[src/host_domain_config.svh]
// ~~~~~~~~~~~~~~~~~~~~~~~~~~~~~~~~~~~~~~~
// Host domain LLC performance monitor
// Sizes and config register offsets
// ~~~~~~~~~~~~~~~~~~~~~~~~~~~~~~~~~~~~~~~

`ifndef HOST_DOMAIN_CONFIG_SVH
`define HOST_DOMAIN_CONFIG_SVH

`define NUM_LLC_EVENTS    4
`define PMU_CNT_WIDTH     32
`define PMU_CFG_AW        8
`define PMU_CFG_DW        32

// Word offsets in the config space
`define PMU_CTRL_OFFS     8'h00
`define PMU_THRESH_OFFS   8'h04
`define PMU_STATUS_OFFS   8'h08
`define PMU_CNT_BASE_OFFS 8'h10

`define PMU_BAD_READ_DATA 32'hdeadf000

`endif

[src/host_domain_pkg.sv]
// ~~~~~~~~~~~~~~~~~~~~~~~~~~~~~~~~~~~~~~~
// Host domain PMU types
// Event indices and the config word views
// ~~~~~~~~~~~~~~~~~~~~~~~~~~~~~~~~~~~~~~~

`include "host_domain_config.svh"

package host_domain_pkg;

  // Bit position of each LLC event strobe
  typedef enum logic [1:0] {
    LLC_RD_HIT  = 2'd0,
    LLC_RD_MISS = 2'd1,
    LLC_WR_HIT  = 2'd2,
    LLC_WR_MISS = 2'd3
  } llc_event_e;

  // Control register layout
  typedef struct packed {
    logic [`PMU_CFG_DW-`NUM_LLC_EVENTS-2:0] rsvd;
    logic                                   clr;
    logic [`NUM_LLC_EVENTS-1:0]             en;
  } pmu_ctrl_view_t;

  // Same word seen as control fields or as a plain number
  typedef union packed {
    pmu_ctrl_view_t         ctrl;
    logic [`PMU_CFG_DW-1:0] value;
  } pmu_cfg_word_u;

endpackage

[src/host_domain.sv]
// ~~~~~~~~~~~~~~~~~~~~~~~~~~~~~~~~~~~~~~~
// Host domain top
// LLC event monitor behind a config port
// ~~~~~~~~~~~~~~~~~~~~~~~~~~~~~~~~~~~~~~~

`timescale 1ns/10ps
`include "host_domain_config.svh"

module host_domain (
  input  logic                       clk_i,
  input  logic                       rst_n_i,
  input  logic [`NUM_LLC_EVENTS-1:0] llc_events_i,
  input  logic                       cfg_wr_valid_i,
  input  logic [`PMU_CFG_AW-1:0]     cfg_wr_addr_i,
  input  logic [`PMU_CFG_DW-1:0]     cfg_wr_data_i,
  output logic                       cfg_wr_ready_o,
  output logic                       cfg_wr_resp_valid_o,
  output logic [1:0]                 cfg_wr_resp_o,
  input  logic                       cfg_wr_resp_ready_i,
  input  logic                       cfg_rd_valid_i,
  input  logic [`PMU_CFG_AW-1:0]     cfg_rd_addr_i,
  output logic                       cfg_rd_ready_o,
  output logic                       cfg_rd_resp_valid_o,
  output logic [`PMU_CFG_DW-1:0]     cfg_rd_data_o,
  output logic [1:0]                 cfg_rd_resp_o,
  input  logic                       cfg_rd_resp_ready_i,
  output logic                       pmu_irq_o
);
  import host_domain_pkg::*;

  logic                                           ctrl_we;
  logic                                           thresh_we;
  logic                                           status_clr_we;
  pmu_cfg_word_u                                  cfg_wdata;
  logic [`NUM_LLC_EVENTS-1:0]                     ctrl_q;
  logic [`PMU_CNT_WIDTH-1:0]                      thresh_q;
  logic [`NUM_LLC_EVENTS-1:0]                     status_q;
  logic [`NUM_LLC_EVENTS-1:0][`PMU_CNT_WIDTH-1:0] cnt_q;

  pmu_cfg_port i_pmu_cfg_port (
    .clk_i               ( clk_i               ),
    .rst_n_i             ( rst_n_i             ),
    .cfg_wr_valid_i      ( cfg_wr_valid_i      ),
    .cfg_wr_addr_i       ( cfg_wr_addr_i       ),
    .cfg_wr_data_i       ( cfg_wr_data_i       ),
    .cfg_wr_ready_o      ( cfg_wr_ready_o      ),
    .cfg_wr_resp_valid_o ( cfg_wr_resp_valid_o ),
    .cfg_wr_resp_o       ( cfg_wr_resp_o       ),
    .cfg_wr_resp_ready_i ( cfg_wr_resp_ready_i ),
    .cfg_rd_valid_i      ( cfg_rd_valid_i      ),
    .cfg_rd_addr_i       ( cfg_rd_addr_i       ),
    .cfg_rd_ready_o      ( cfg_rd_ready_o      ),
    .cfg_rd_resp_valid_o ( cfg_rd_resp_valid_o ),
    .cfg_rd_data_o       ( cfg_rd_data_o       ),
    .cfg_rd_resp_o       ( cfg_rd_resp_o       ),
    .cfg_rd_resp_ready_i ( cfg_rd_resp_ready_i ),
    .ctrl_we_o           ( ctrl_we             ),
    .thresh_we_o         ( thresh_we           ),
    .status_clr_we_o     ( status_clr_we       ),
    .cfg_wdata_o         ( cfg_wdata           ),
    .ctrl_q_i            ( ctrl_q              ),
    .thresh_q_i          ( thresh_q            ),
    .status_q_i          ( status_q            ),
    .cnt_q_i             ( cnt_q               )
  );

  pmu_counter_bank i_pmu_counter_bank (
    .clk_i           ( clk_i         ),
    .rst_n_i         ( rst_n_i       ),
    .llc_events_i    ( llc_events_i  ),
    .ctrl_we_i       ( ctrl_we       ),
    .thresh_we_i     ( thresh_we     ),
    .status_clr_we_i ( status_clr_we ),
    .cfg_wdata_i     ( cfg_wdata     ),
    .ctrl_q_o        ( ctrl_q        ),
    .thresh_q_o      ( thresh_q      ),
    .status_q_o      ( status_q      ),
    .cnt_q_o         ( cnt_q         ),
    .pmu_irq_o       ( pmu_irq_o     )
  );

endmodule

[src/pmu_cfg_port.sv]
// ~~~~~~~~~~~~~~~~~~~~~~~~~~~~~~~~~~~~~~~
// PMU config slave
// Valid/ready read and write channels,
// register strobes and read data mux
// ~~~~~~~~~~~~~~~~~~~~~~~~~~~~~~~~~~~~~~~

`timescale 1ns/10ps
`include "host_domain_config.svh"

module pmu_cfg_port (
  input  logic                                           clk_i,
  input  logic                                           rst_n_i,
  input  logic                                           cfg_wr_valid_i,
  input  logic [`PMU_CFG_AW-1:0]                         cfg_wr_addr_i,
  input  logic [`PMU_CFG_DW-1:0]                         cfg_wr_data_i,
  output logic                                           cfg_wr_ready_o,
  output logic                                           cfg_wr_resp_valid_o,
  output logic [1:0]                                     cfg_wr_resp_o,
  input  logic                                           cfg_wr_resp_ready_i,
  input  logic                                           cfg_rd_valid_i,
  input  logic [`PMU_CFG_AW-1:0]                         cfg_rd_addr_i,
  output logic                                           cfg_rd_ready_o,
  output logic                                           cfg_rd_resp_valid_o,
  output logic [`PMU_CFG_DW-1:0]                         cfg_rd_data_o,
  output logic [1:0]                                     cfg_rd_resp_o,
  input  logic                                           cfg_rd_resp_ready_i,
  output logic                                           ctrl_we_o,
  output logic                                           thresh_we_o,
  output logic                                           status_clr_we_o,
  output host_domain_pkg::pmu_cfg_word_u                 cfg_wdata_o,
  input  logic [`NUM_LLC_EVENTS-1:0]                     ctrl_q_i,
  input  logic [`PMU_CNT_WIDTH-1:0]                      thresh_q_i,
  input  logic [`NUM_LLC_EVENTS-1:0]                     status_q_i,
  input  logic [`NUM_LLC_EVENTS-1:0][`PMU_CNT_WIDTH-1:0] cnt_q_i
);
  import host_domain_pkg::*;

  localparam int unsigned CntIdxW  = $clog2(`NUM_LLC_EVENTS);
  localparam logic [1:0]  RespOkay = 2'd0;
  localparam logic [1:0]  RespErr  = 2'd2;

  logic                   wr_acc;
  logic                   rd_acc;
  logic                   wr_pend_q;
  logic                   rd_pend_q;
  logic [1:0]             wr_resp_q;
  logic [1:0]             rd_resp_q;
  logic [`PMU_CFG_DW-1:0] rd_data_q;
  logic [`PMU_CFG_DW-1:0] rd_data_d;
  logic                   wr_hit_ctrl;
  logic                   wr_hit_thresh;
  logic                   wr_hit_status;
  logic                   wr_mapped;
  logic [`PMU_CFG_AW-1:0] rd_cnt_offs;
  logic                   rd_hit_cnt;
  logic                   rd_mapped;
  pmu_cfg_word_u          ctrl_rd_word;

  // One response per channel, so ready simply mirrors the empty slot
  assign cfg_wr_ready_o = ~wr_pend_q;
  assign cfg_rd_ready_o = ~rd_pend_q;
  assign wr_acc         = cfg_wr_valid_i & cfg_wr_ready_o;
  assign rd_acc         = cfg_rd_valid_i & cfg_rd_ready_o;

  // Write decode, counters are read only
  assign wr_hit_ctrl     = (cfg_wr_addr_i == `PMU_CTRL_OFFS);
  assign wr_hit_thresh   = (cfg_wr_addr_i == `PMU_THRESH_OFFS);
  assign wr_hit_status   = (cfg_wr_addr_i == `PMU_STATUS_OFFS);
  assign wr_mapped       = wr_hit_ctrl | wr_hit_thresh | wr_hit_status;
  assign ctrl_we_o       = wr_acc & wr_hit_ctrl;
  assign thresh_we_o     = wr_acc & wr_hit_thresh;
  assign status_clr_we_o = wr_acc & wr_hit_status;
  assign cfg_wdata_o.value = cfg_wr_data_i;

  // Counter window, word aligned only
  assign rd_cnt_offs = cfg_rd_addr_i - `PMU_CNT_BASE_OFFS;
  assign rd_hit_cnt  = (cfg_rd_addr_i >= `PMU_CNT_BASE_OFFS) &&
                       (rd_cnt_offs[1:0] == 2'b00) &&
                       (rd_cnt_offs[`PMU_CFG_AW-1:2] < `NUM_LLC_EVENTS);

  always_comb begin
    ctrl_rd_word         = '0;
    ctrl_rd_word.ctrl.en = ctrl_q_i;
    rd_mapped            = 1'b1;
    rd_data_d            = `PMU_BAD_READ_DATA;
    if (rd_hit_cnt) begin
      rd_data_d = cnt_q_i[rd_cnt_offs[CntIdxW+1:2]];
    end else begin
      case (cfg_rd_addr_i)
        `PMU_CTRL_OFFS:   rd_data_d = ctrl_rd_word.value;
        `PMU_THRESH_OFFS: rd_data_d = thresh_q_i;
        `PMU_STATUS_OFFS: rd_data_d = {{(`PMU_CFG_DW-`NUM_LLC_EVENTS){1'b0}}, status_q_i};
        default:          rd_mapped = 1'b0;
      endcase
    end
  end

  always_ff @(posedge clk_i) begin
    if (!rst_n_i) begin
      wr_pend_q <= 1'b0;
      rd_pend_q <= 1'b0;
    end else begin
      if (wr_acc) begin
        wr_pend_q <= 1'b1;
      end else if (cfg_wr_resp_ready_i) begin
        wr_pend_q <= 1'b0;
      end
      if (rd_acc) begin
        rd_pend_q <= 1'b1;
      end else if (cfg_rd_resp_ready_i) begin
        rd_pend_q <= 1'b0;
      end
    end
  end

  // Response payload, captured at acceptance
  always_ff @(posedge clk_i) begin
    if (wr_acc) begin
      wr_resp_q <= wr_mapped ? RespOkay : RespErr;
    end
    if (rd_acc) begin
      rd_data_q <= rd_data_d;
      rd_resp_q <= rd_mapped ? RespOkay : RespErr;
    end
  end

  assign cfg_wr_resp_valid_o = wr_pend_q;
  assign cfg_wr_resp_o       = wr_resp_q;
  assign cfg_rd_resp_valid_o = rd_pend_q;
  assign cfg_rd_data_o       = rd_data_q;
  assign cfg_rd_resp_o       = rd_resp_q;

  property p_resp_hold(logic vld, logic rdy, logic [`PMU_CFG_DW+1:0] pay);
    @(posedge clk_i) disable iff (!rst_n_i)
      vld && !rdy |=> vld && $stable(pay);
  endproperty

  a_wr_resp_hold: assert property (p_resp_hold(cfg_wr_resp_valid_o, cfg_wr_resp_ready_i,
                                               {{`PMU_CFG_DW{1'b0}}, cfg_wr_resp_o}));
  a_rd_resp_hold: assert property (p_resp_hold(cfg_rd_resp_valid_o, cfg_rd_resp_ready_i,
                                               {cfg_rd_data_o, cfg_rd_resp_o}));

endmodule

[src/pmu_counter_bank.sv]
// ~~~~~~~~~~~~~~~~~~~~~~~~~~~~~~~~~~~~~~~
// PMU counter bank
// LLC event counters, threshold compare,
// sticky status and interrupt
// ~~~~~~~~~~~~~~~~~~~~~~~~~~~~~~~~~~~~~~~

`timescale 1ns/10ps
`include "host_domain_config.svh"

module pmu_counter_bank (
  input  logic                                           clk_i,
  input  logic                                           rst_n_i,
  input  logic [`NUM_LLC_EVENTS-1:0]                     llc_events_i,
  input  logic                                           ctrl_we_i,
  input  logic                                           thresh_we_i,
  input  logic                                           status_clr_we_i,
  input  host_domain_pkg::pmu_cfg_word_u                 cfg_wdata_i,
  output logic [`NUM_LLC_EVENTS-1:0]                     ctrl_q_o,
  output logic [`PMU_CNT_WIDTH-1:0]                      thresh_q_o,
  output logic [`NUM_LLC_EVENTS-1:0]                     status_q_o,
  output logic [`NUM_LLC_EVENTS-1:0][`PMU_CNT_WIDTH-1:0] cnt_q_o,
  output logic                                           pmu_irq_o
);

  logic [`NUM_LLC_EVENTS-1:0]                     en_q;
  logic [`PMU_CNT_WIDTH-1:0]                      thresh_q;
  logic [`NUM_LLC_EVENTS-1:0]                     status_q;
  logic [`NUM_LLC_EVENTS-1:0]                     status_d;
  logic [`NUM_LLC_EVENTS-1:0][`PMU_CNT_WIDTH-1:0] cnt_q;
  logic [`NUM_LLC_EVENTS-1:0][`PMU_CNT_WIDTH-1:0] cnt_d;
  logic [`NUM_LLC_EVENTS-1:0]                     cnt_inc;
  logic [`NUM_LLC_EVENTS-1:0]                     thr_hit;
  logic                                           cnt_clr;
  logic                                           irq_q;

  // Clear bit only acts on the write strobe, never stored
  assign cnt_clr = ctrl_we_i & cfg_wdata_i.ctrl.clr;
  assign cnt_inc = llc_events_i & en_q;

  // Counters wrap naturally at the top value
  always_comb begin
    for (int k = 0; k < `NUM_LLC_EVENTS; k++) begin
      cnt_d[k]   = cnt_q[k];
      thr_hit[k] = 1'b0;
      if (cnt_clr) begin
        cnt_d[k] = '0;
      end else if (cnt_inc[k]) begin
        cnt_d[k]   = cnt_q[k] + 1'b1;
        // Only a step onto the threshold counts as a hit
        thr_hit[k] = (thresh_q != '0) && (cnt_d[k] == thresh_q);
      end
    end
  end

  // Write one to clear, a new hit in the same cycle wins
  always_comb begin
    status_d = status_q;
    if (status_clr_we_i) begin
      status_d = status_d & ~cfg_wdata_i.value[`NUM_LLC_EVENTS-1:0];
    end
    status_d = status_d | thr_hit;
  end

  always_ff @(posedge clk_i) begin
    if (!rst_n_i) begin
      en_q     <= '0;
      thresh_q <= '0;
      cnt_q    <= '0;
      status_q <= '0;
      irq_q    <= 1'b0;
    end else begin
      if (ctrl_we_i) begin
        en_q <= cfg_wdata_i.ctrl.en;
      end
      if (thresh_we_i) begin
        thresh_q <= cfg_wdata_i.value;
      end
      cnt_q    <= cnt_d;
      status_q <= status_d;
      irq_q    <= |status_q;
    end
  end

  assign ctrl_q_o   = en_q;
  assign thresh_q_o = thresh_q;
  assign status_q_o = status_q;
  assign cnt_q_o    = cnt_q;
  assign pmu_irq_o  = irq_q;

  // Interrupt must trace back to a pending status bit one cycle earlier
  a_irq_from_status: assert property (
    @(posedge clk_i) disable iff (!rst_n_i)
      pmu_irq_o |-> $past(status_q != '0)
  );

endmodule
[config.mk]
export PLATFORM = sky130hd
export DESIGN_NAME = host_domain
export DESIGN_NICKNAME = d
export VERILOG_FILES = /design/src/host_domain_pkg.sv /design/src/host_domain.sv /design/src/pmu_cfg_port.sv /design/src/pmu_counter_bank.sv
export VERILOG_INCLUDE_DIRS = /design/src
export SDC_FILE = /design/constraint.sdc
export NUM_CORES = 1
export LEC_CHECK = 0
export BUFFER_PORTS_ARGS = -buffer_cell sky130_fd_sc_hd__buf_2
export CORE_UTILIZATION = 55
export CTS_CLUSTER_DIAMETER = 120
export DETAILED_ROUTE_END_ITERATION = 6
export HOLD_SLACK_MARGIN = 0.08
export PLACE_DENSITY = 0.77
export SLEW_MARGIN = 20
export SYNTH_ARGS = -nofsm -noshare
export SYNTH_HDL_FRONTEND = slang
export SYNTH_HIERARCHICAL = 1
export SYNTH_SLANG_ARGS = --single-unit
[constraint.sdc]
create_clock -name clk_i -period 2.95 [get_ports clk_i]
set_input_delay 0.7375 -clock clk_i [delete_from_list [all_inputs] [get_ports clk_i]]
set_output_delay 0.7375 -clock clk_i [all_outputs]
set_load 0.02 [all_outputs]
Word level (Yosys, flattened, before mapping)
Index checks and enable logic that the tools add are counted.
{ "totals": {"regBits": 207, "output_inout_bits": 41, "input_bits": 58} }
{ "op_classes": {"addsub": 5, "order_cmp": 3, "n_bitwise": 15, "eq_ne": 8, "n_reduce_logical": 15, "n_mux": 21} }
{ "op_table": {"columns": ["cell", "count"], "rows": [
  ["$add A32 B1 Y32 const B", 4],
  ["$eq A32 B32 Y1", 4],
  ["$pmux W32 S3", 1],
  ["$bmux W32 S2", 1],
  ["$mux W32", 2],
  ["$reduce_bool A32 Y1", 1],
  ["$eq A8 B3 Y1 const B", 2],
  ["$eq A8 B4 Y1 const B", 2],
  ["$logic_not A8 Y1", 2],
  ["$mux W1", 14],
  ["$and A4 B4 Y4", 2],
  ["$ge A8 B5 Y1 const B", 1],
  ["$sub A8 B5 Y8 const B", 1],
  ["$and A1 B1 Y1", 6],
  ["$logic_and A1 B1 Y1", 6],
  ["$lt A6 B3 Y1 const B", 1],
  ["$mux W2", 2],
  ["$mux W4", 1],
  ["$not A4 Y4", 1],
  ["$or A4 B4 Y4", 1],
  ["$reduce_bool A2 Y1", 2],
  ["$reduce_or A4 Y1", 1],
  ["$lt A2 B3 Y1 const B", 1],
  ["$not A1 Y1", 3],
  ["other kinds (4)", 5]
]} }

Logic depth before layout (Yosys ltp)
{ "logic_depth": {"depth_word": 6, "ltp_mapped": 11} }

By module
The synthesis kept the hierarchy.
{ "modules_own_cells": {"columns": ["module", "cells_each", "area_per_inst_um2", "seq_area_each_um2", "n_inst"], "rows": [
  ["pmu_counter_bank", 1418, 11055.6, 3383.2, 1],
  ["pmu_cfg_port", 264, 2885.3, 1061.0, 1]
]} }

Worst setup path after synthesis
OpenSTA, ideal clock, no wires.
{ "synth_timing": {"kind": "register to register", "start": "reg i_pmu_counter_bank.cnt_q, in the netlist i_pmu_counter_bank/cnt_q_o[64]", "end": "reg i_pmu_counter_bank.status_q[2], in the netlist i_pmu_counter_bank/status_q_o[2]", "setup_slack_ps": 189, "t_arrival_ps": 2677, "synth_period_minus_slack_ps": 2761, "path_buffers": 0, "path_stages_with_launch": 10, "cell_sequence": "dfxtp_1 > ha_1 > nand3_2 > or3_4 > or3_1 > xnor2_1 > or4_1 > a2111oi_2 > nand4_1 > o31ai_2"} }
{ "synth_via": {"elab_chain_len": 6} }
{ "synth_rtl": {"columns": ["item", "line_no", "source"], "rows": [
  ["from (decl)", "pmu_counter_bank.sv:29", "logic [`NUM_LLC_EVENTS-1:0][`PMU_CNT_WIDTH-1:0] cnt_q;"],
  ["from (signal assigned)", "pmu_counter_bank.sv:78", "cnt_q <= cnt_d;"],
  ["$add A32 B1 Y32", "pmu_counter_bank.sv:48", "cnt_d[k] = cnt_q[k] + 1'b1;"],
  ["$eq A32 B32 Y1", "pmu_counter_bank.sv:50", "thr_hit[k] = (thresh_q != '0) && (cnt_d[k] == thresh_q);"],
  ["$logic_and A1 B1 Y1", "pmu_counter_bank.sv:50", null],
  ["$mux W1", "pmu_counter_bank.sv:47", "end else if (cnt_inc[k]) begin"],
  ["$mux W1", "pmu_counter_bank.sv:45", "if (cnt_clr) begin"],
  ["$or A4 B4 Y4", "pmu_counter_bank.sv:61", "status_d = status_d | thr_hit;"],
  ["to (signal assigned)", "pmu_counter_bank.sv:79", "status_q <= status_d;"],
  ["to (decl)", "pmu_counter_bank.sv:27", "logic [`NUM_LLC_EVENTS-1:0] status_q;"]
]} }
Every way passes these cells.
A chain may end at the register's enable or synchronous reset.

Worst setup path after layout
{ "layout_timing": {"start": "reg i_pmu_counter_bank.cnt_q, in the netlist i_pmu_counter_bank/cnt_q_o[4]", "end": "reg i_pmu_counter_bank.status_q[0], in the netlist i_pmu_counter_bank/status_q_o[0]"} }
The elaborated chain is that of the path after synthesis.

==> results <==
- The horizontal die dimension is between 150 and 200 um.
- Summed over all cells, the static leakage comes to ~5.5 nW.
- Setup repair after global routing left no endpoint under its margin.
- The net switching power is between 1 and 1.5 mW.
- The maximum clock insertion buffer count is 3.
- The hold violation count in the final report is 0.
- Once layout is done, the placed cells without fillers occupy ~16000 um2.
- The cell count after synthesis came out at around 1700.
- The routed via count divided by cell count is 6.22.
- Detailed placement finished with a half-perimeter wire length of between 30000 and 40000 um.
- The post-detailed-route wirelength per cell is approximately 21 um.
- The internal power consumption is 4.89 mW.
- The starting density of the core is a little under three fifths.
- The share of total power dissipated in sequential elements is 45.3%.
- The max-slew headroom at the worst pin is a little under half.
- Yosys printed 6 warnings.
- The die extent in y is 161 um.
- The first detailed-routing pass took 6 iterations.
- The maximum operating frequency is about 350 MHz.
- Dividing the final minimum period by the clock period gives between 90% and 100%.
- The share of total power dissipated in combinational logic is ~4.2%.
- Global routing finished with a remaining overflow of 0.
- The library cells used most frequently in the layout, excluding fill and tap cells, are sky130_fd_sc_hd__dfxtp_1, sky130_fd_sc_hd__xnor2_1, sky130_fd_sc_hd__nor2_1, sky130_fd_sc_hd__nand2_1, sky130_fd_sc_hd__xor2_1.
- The count of nets after finishing is about 1800.
- In the routed design, unresolved DRC markers number 0.
- The post-route netlist has 17.5% of its cells at a drive strength greater than 1.
- The share of flip-flops with an asynchronous set or reset after synthesis is 0%.
- The total global-route track usage is between 30% and 40%.
- Wires add up to approximately 43000 um.
- Counting the buffers created by CTS gives 24.
- The cell at the root of the clock tree is sky130_fd_sc_hd__clkbuf_16.
- The die footprint is 26000 um2.
- The number of primary I/O pins is ~100.
- TritonCTS built the clock tree.
- By startpoint and endpoint, the worst setup path is classified as flip-flop to flip-flop.
- The wire length of the first global-routing pass is between 60000 and 70000 um.
- The cell area after placement is ~15000 um2.
- Dividing total power by cell area gives a power density of between 400 and 500 nW/um2.
- The most frequent standard cell in the layout excluding fill and tap cells is sky130_fd_sc_hd__dfxtp_1.
- The worst hold path belongs to the class primary input to flip-flop.
- The number of global-route vias before repair was ~12000.
- The floorplan has 57 rows.
- The worst path arrival time is approximately 3.3 ns.
- STA classifies the critical path endpoint as a flip-flop.
- The number of enable flip-flop cells after synthesis is 34.
- Net switching is 22.7% of the power.
- Along the worst path, the maximum fanout reaches 6.
- Entering global routing, the biggest net connects about 130 pins.
- The final number of max-transition violations is 0.
- After synthesis the netlist holds a flip-flop and latch count of between 200 and 250.
- The final total negative setup slack is 0 ns.
- The register clock-pin slew on the reported worst setup and hold paths is around 0.06 ns.
- For the pin with the worst max-slew slack, the measured transition is between 0.7 and 0.8 ns.
- The tool flagged a number of max-cap violations equal to 0.
- The clock sink count is approximately 200.
- For the worst-skew pair, the clock arrives at the later sink with an insertion delay of around 0.53 ns.
- From synthesis to final layout, the design area changed by 12.1%.
- The routed via count is approximately 13000.
- The number of DRC violations after detailed-routing iteration 0 is approximately 1500.
- Setup violations remaining at the end of the flow were counted as 0.
- The count of antenna-violating nets left after detailed routing is 0.
- The clock power share is between 50% and 60%.
- Counting I/O delays and the setup requirement, the final critical path takes 2.86 ns.
- Hold is met by around 0.45 ns.
- The number of library cell types mapped by synthesis is 75.
- Summing the sequential cell areas from Yosys gives 31.9% of the chip area.
- The core region area is 24600 um2.
- The clock arrives with between 0.01 and 0.015 ns of skew.
- The congestion estimate from routability-driven global placement came to around 1.1.
- The number of antenna diodes in the final layout is 0.
- Buffers placed on the I/O ports in this run total between 90 and 100.
- The startpoint kind of the worst setup timing path is a flip-flop.
- The worst ir drop on vdd is between 0.3 and 0.4 mV.
- The initial antenna violation count came to 0.
- The run finished with clean final reports.
- CTS built an H-tree with a depth of 1.
- Buffers inserted to repair hold after CTS numbered 0.
- The required arrival time at the worst endpoint is around 3.4 ns.
- The mean post-synth cell area is slightly above 8 um2.
- The most used flip-flop cell after synthesis is sky130_fd_sc_hd__dfxtp_1.
- The synthesized netlist occupies a cell area of approximately 14000 um2.
==> through the flow <==
step	instances	setup slack, ns	utilization [%]	power (mW)
finish	2072	0.0878	63.5	6.32
global route	2072	0.000103	63.5	6.49
CTS	2072	0.0498	63.4	6.37
detailed placement	2028	0.0671	60.0	3.19
global placement	2028	0.166	60.0	3.19
floorplan	1683	0.189	-	3.12
==> final timing paths <==
check	start	endpoint	slack, ns	cells past startpoint
worst min-delay path	cfg_wr_valid_i	i_pmu_cfg_port/cfg_wr_resp_valid_o$_SDFFE_PN0P_	0.45	2
worst max register to register	i_pmu_counter_bank/cnt_q_o[4]$_SDFFE_PP0P_	i_pmu_counter_bank/status_q_o[0]$_SDFF_PN0_	0.09	9
worst max-delay path	i_pmu_counter_bank/cnt_q_o[4]$_SDFFE_PP0P_	i_pmu_counter_bank/status_q_o[0]$_SDFF_PN0_	0.09	9
worst min register to register	i_pmu_counter_bank/cnt_q_o[65]$_SDFFE_PP0P_	i_pmu_counter_bank/cnt_q_o[65]$_SDFFE_PP0P_	0.49	2
==> worst max-delay path: stages (launching register included) <==
cell and delay, ns:
sky130_fd_sc_hd__dfxtp_1 0.34, sky130_fd_sc_hd__nand4_1 0.26, sky130_fd_sc_hd__or3_4 0.52, sky130_fd_sc_hd__nor4_1 0.35
sky130_fd_sc_hd__buf_4 0.19, sky130_fd_sc_hd__nand3_1 0.13, sky130_fd_sc_hd__xnor2_1 0.15, sky130_fd_sc_hd__nor3_1 0.43
sky130_fd_sc_hd__nand2_1 0.11, sky130_fd_sc_hd__o31ai_1 0.27
==> power by group through the flow <==
stage               logic, mW  registers [mW]  clock network, mW
floorplan               0.170            2.95                  0
global placement        0.261            2.93                  0
detailed placement      0.265            2.93                  0
CTS                     0.265            2.87               3.24
global route            0.282            2.87               3.34
finish                  0.265            2.87               3.19
==> cell type report <==
| cell class | count | area, um2 |
|---|---|---|
| Sequential cell | 205 | 4450 |
| Clock buffer | 27 | 643 |
| Tap cell | 324 | 405 |
| Clock inverter | 17 | 211 |
| Multi-Input combinational cell | 1292 | 8600 |
| Inverter | 15 | 56.3 |
| Fill cell | 2096 | 8980 |
| Timing Repair Buffer | 192 | 1260 |
==> repair_timing <==
item,4_1_cts,5_1_grt
setup endpoints to repair,0,3
resized for setup,0,5
buffers inserted,0,0
hold endpoints to repair,0,0
==> flip-flops by register name, indices dropped and copies added (netlist names), 4 cells and up <==
signal / count
i_pmu_counter_bank/thresh_q_o: 32
i_pmu_counter_bank/cnt_q_o: 128
i_pmu_cfg_port/cfg_rd_data_o: 32
i_pmu_counter_bank/status_q_o: 4
i_pmu_counter_bank/ctrl_q_o: 4
==> cell usage after synthesis, types with 25 or more instances <==
master	count	share of area (%)
sky130_fd_sc_hd__dfxtp_1	171	25
sky130_fd_sc_hd__xnor2_1	160	10
sky130_fd_sc_hd__nor2_1	154	4.1
sky130_fd_sc_hd__nand2_1	148	4.0
sky130_fd_sc_hd__xor2_1	117	7.4
sky130_fd_sc_hd__clkbuf_1	95	2.6
sky130_fd_sc_hd__nand3_1	89	3.2
sky130_fd_sc_hd__a21oi_1	71	2.5
sky130_fd_sc_hd__o21ai_0	64	2.3
sky130_fd_sc_hd__nand4_1	59	2.6
sky130_fd_sc_hd__nor3_1	50	1.8
sky130_fd_sc_hd__nor2b_1	46	2.1
sky130_fd_sc_hd__buf_4	43	2.3
sky130_fd_sc_hd__mux2i_1	41	2.9
sky130_fd_sc_hd__or3_1	37	1.7
sky130_fd_sc_hd__nor4_1	35	1.6
sky130_fd_sc_hd__edfxtp_1	34	7.3
sky130_fd_sc_hd__mux2_2	28	2.3
sky130_fd_sc_hd__and3_1	25	1.1
==> layer usage <==
| metal | vias up | track usage (%) | share of wire [%] |
|---|---|---|---|
| li1 | 5951 | - | - |
| met1 | 6182 | 45.3 | 42 |
| met2 | 652 | 52.8 | 45 |
| met3 | 96 | 5.19 | 9.5 |
| met4 | 0 | 11.2 | 3.4 |
| met5 | - | 0 | 0 |
==> cell families (layout without fill, tap and decap cells) <==
family / after synthesis / in the layout / synth area share [%]
buf+inv: 186 / 251 / 6.73
flops: 205 / 205 / 31.9
xor+xnor: 277 / 277 / 17.4
simple gates: 710 / 710 / 26.0
mux: 90 / 90 / 8.44
fa+ha+maj: 4 / 4 / 0.359
other cells: 1 / 2 / 0.0269
compound gates: 209 / 209 / 9.13
Note: power is estimated with default switching activity, not from simulation.
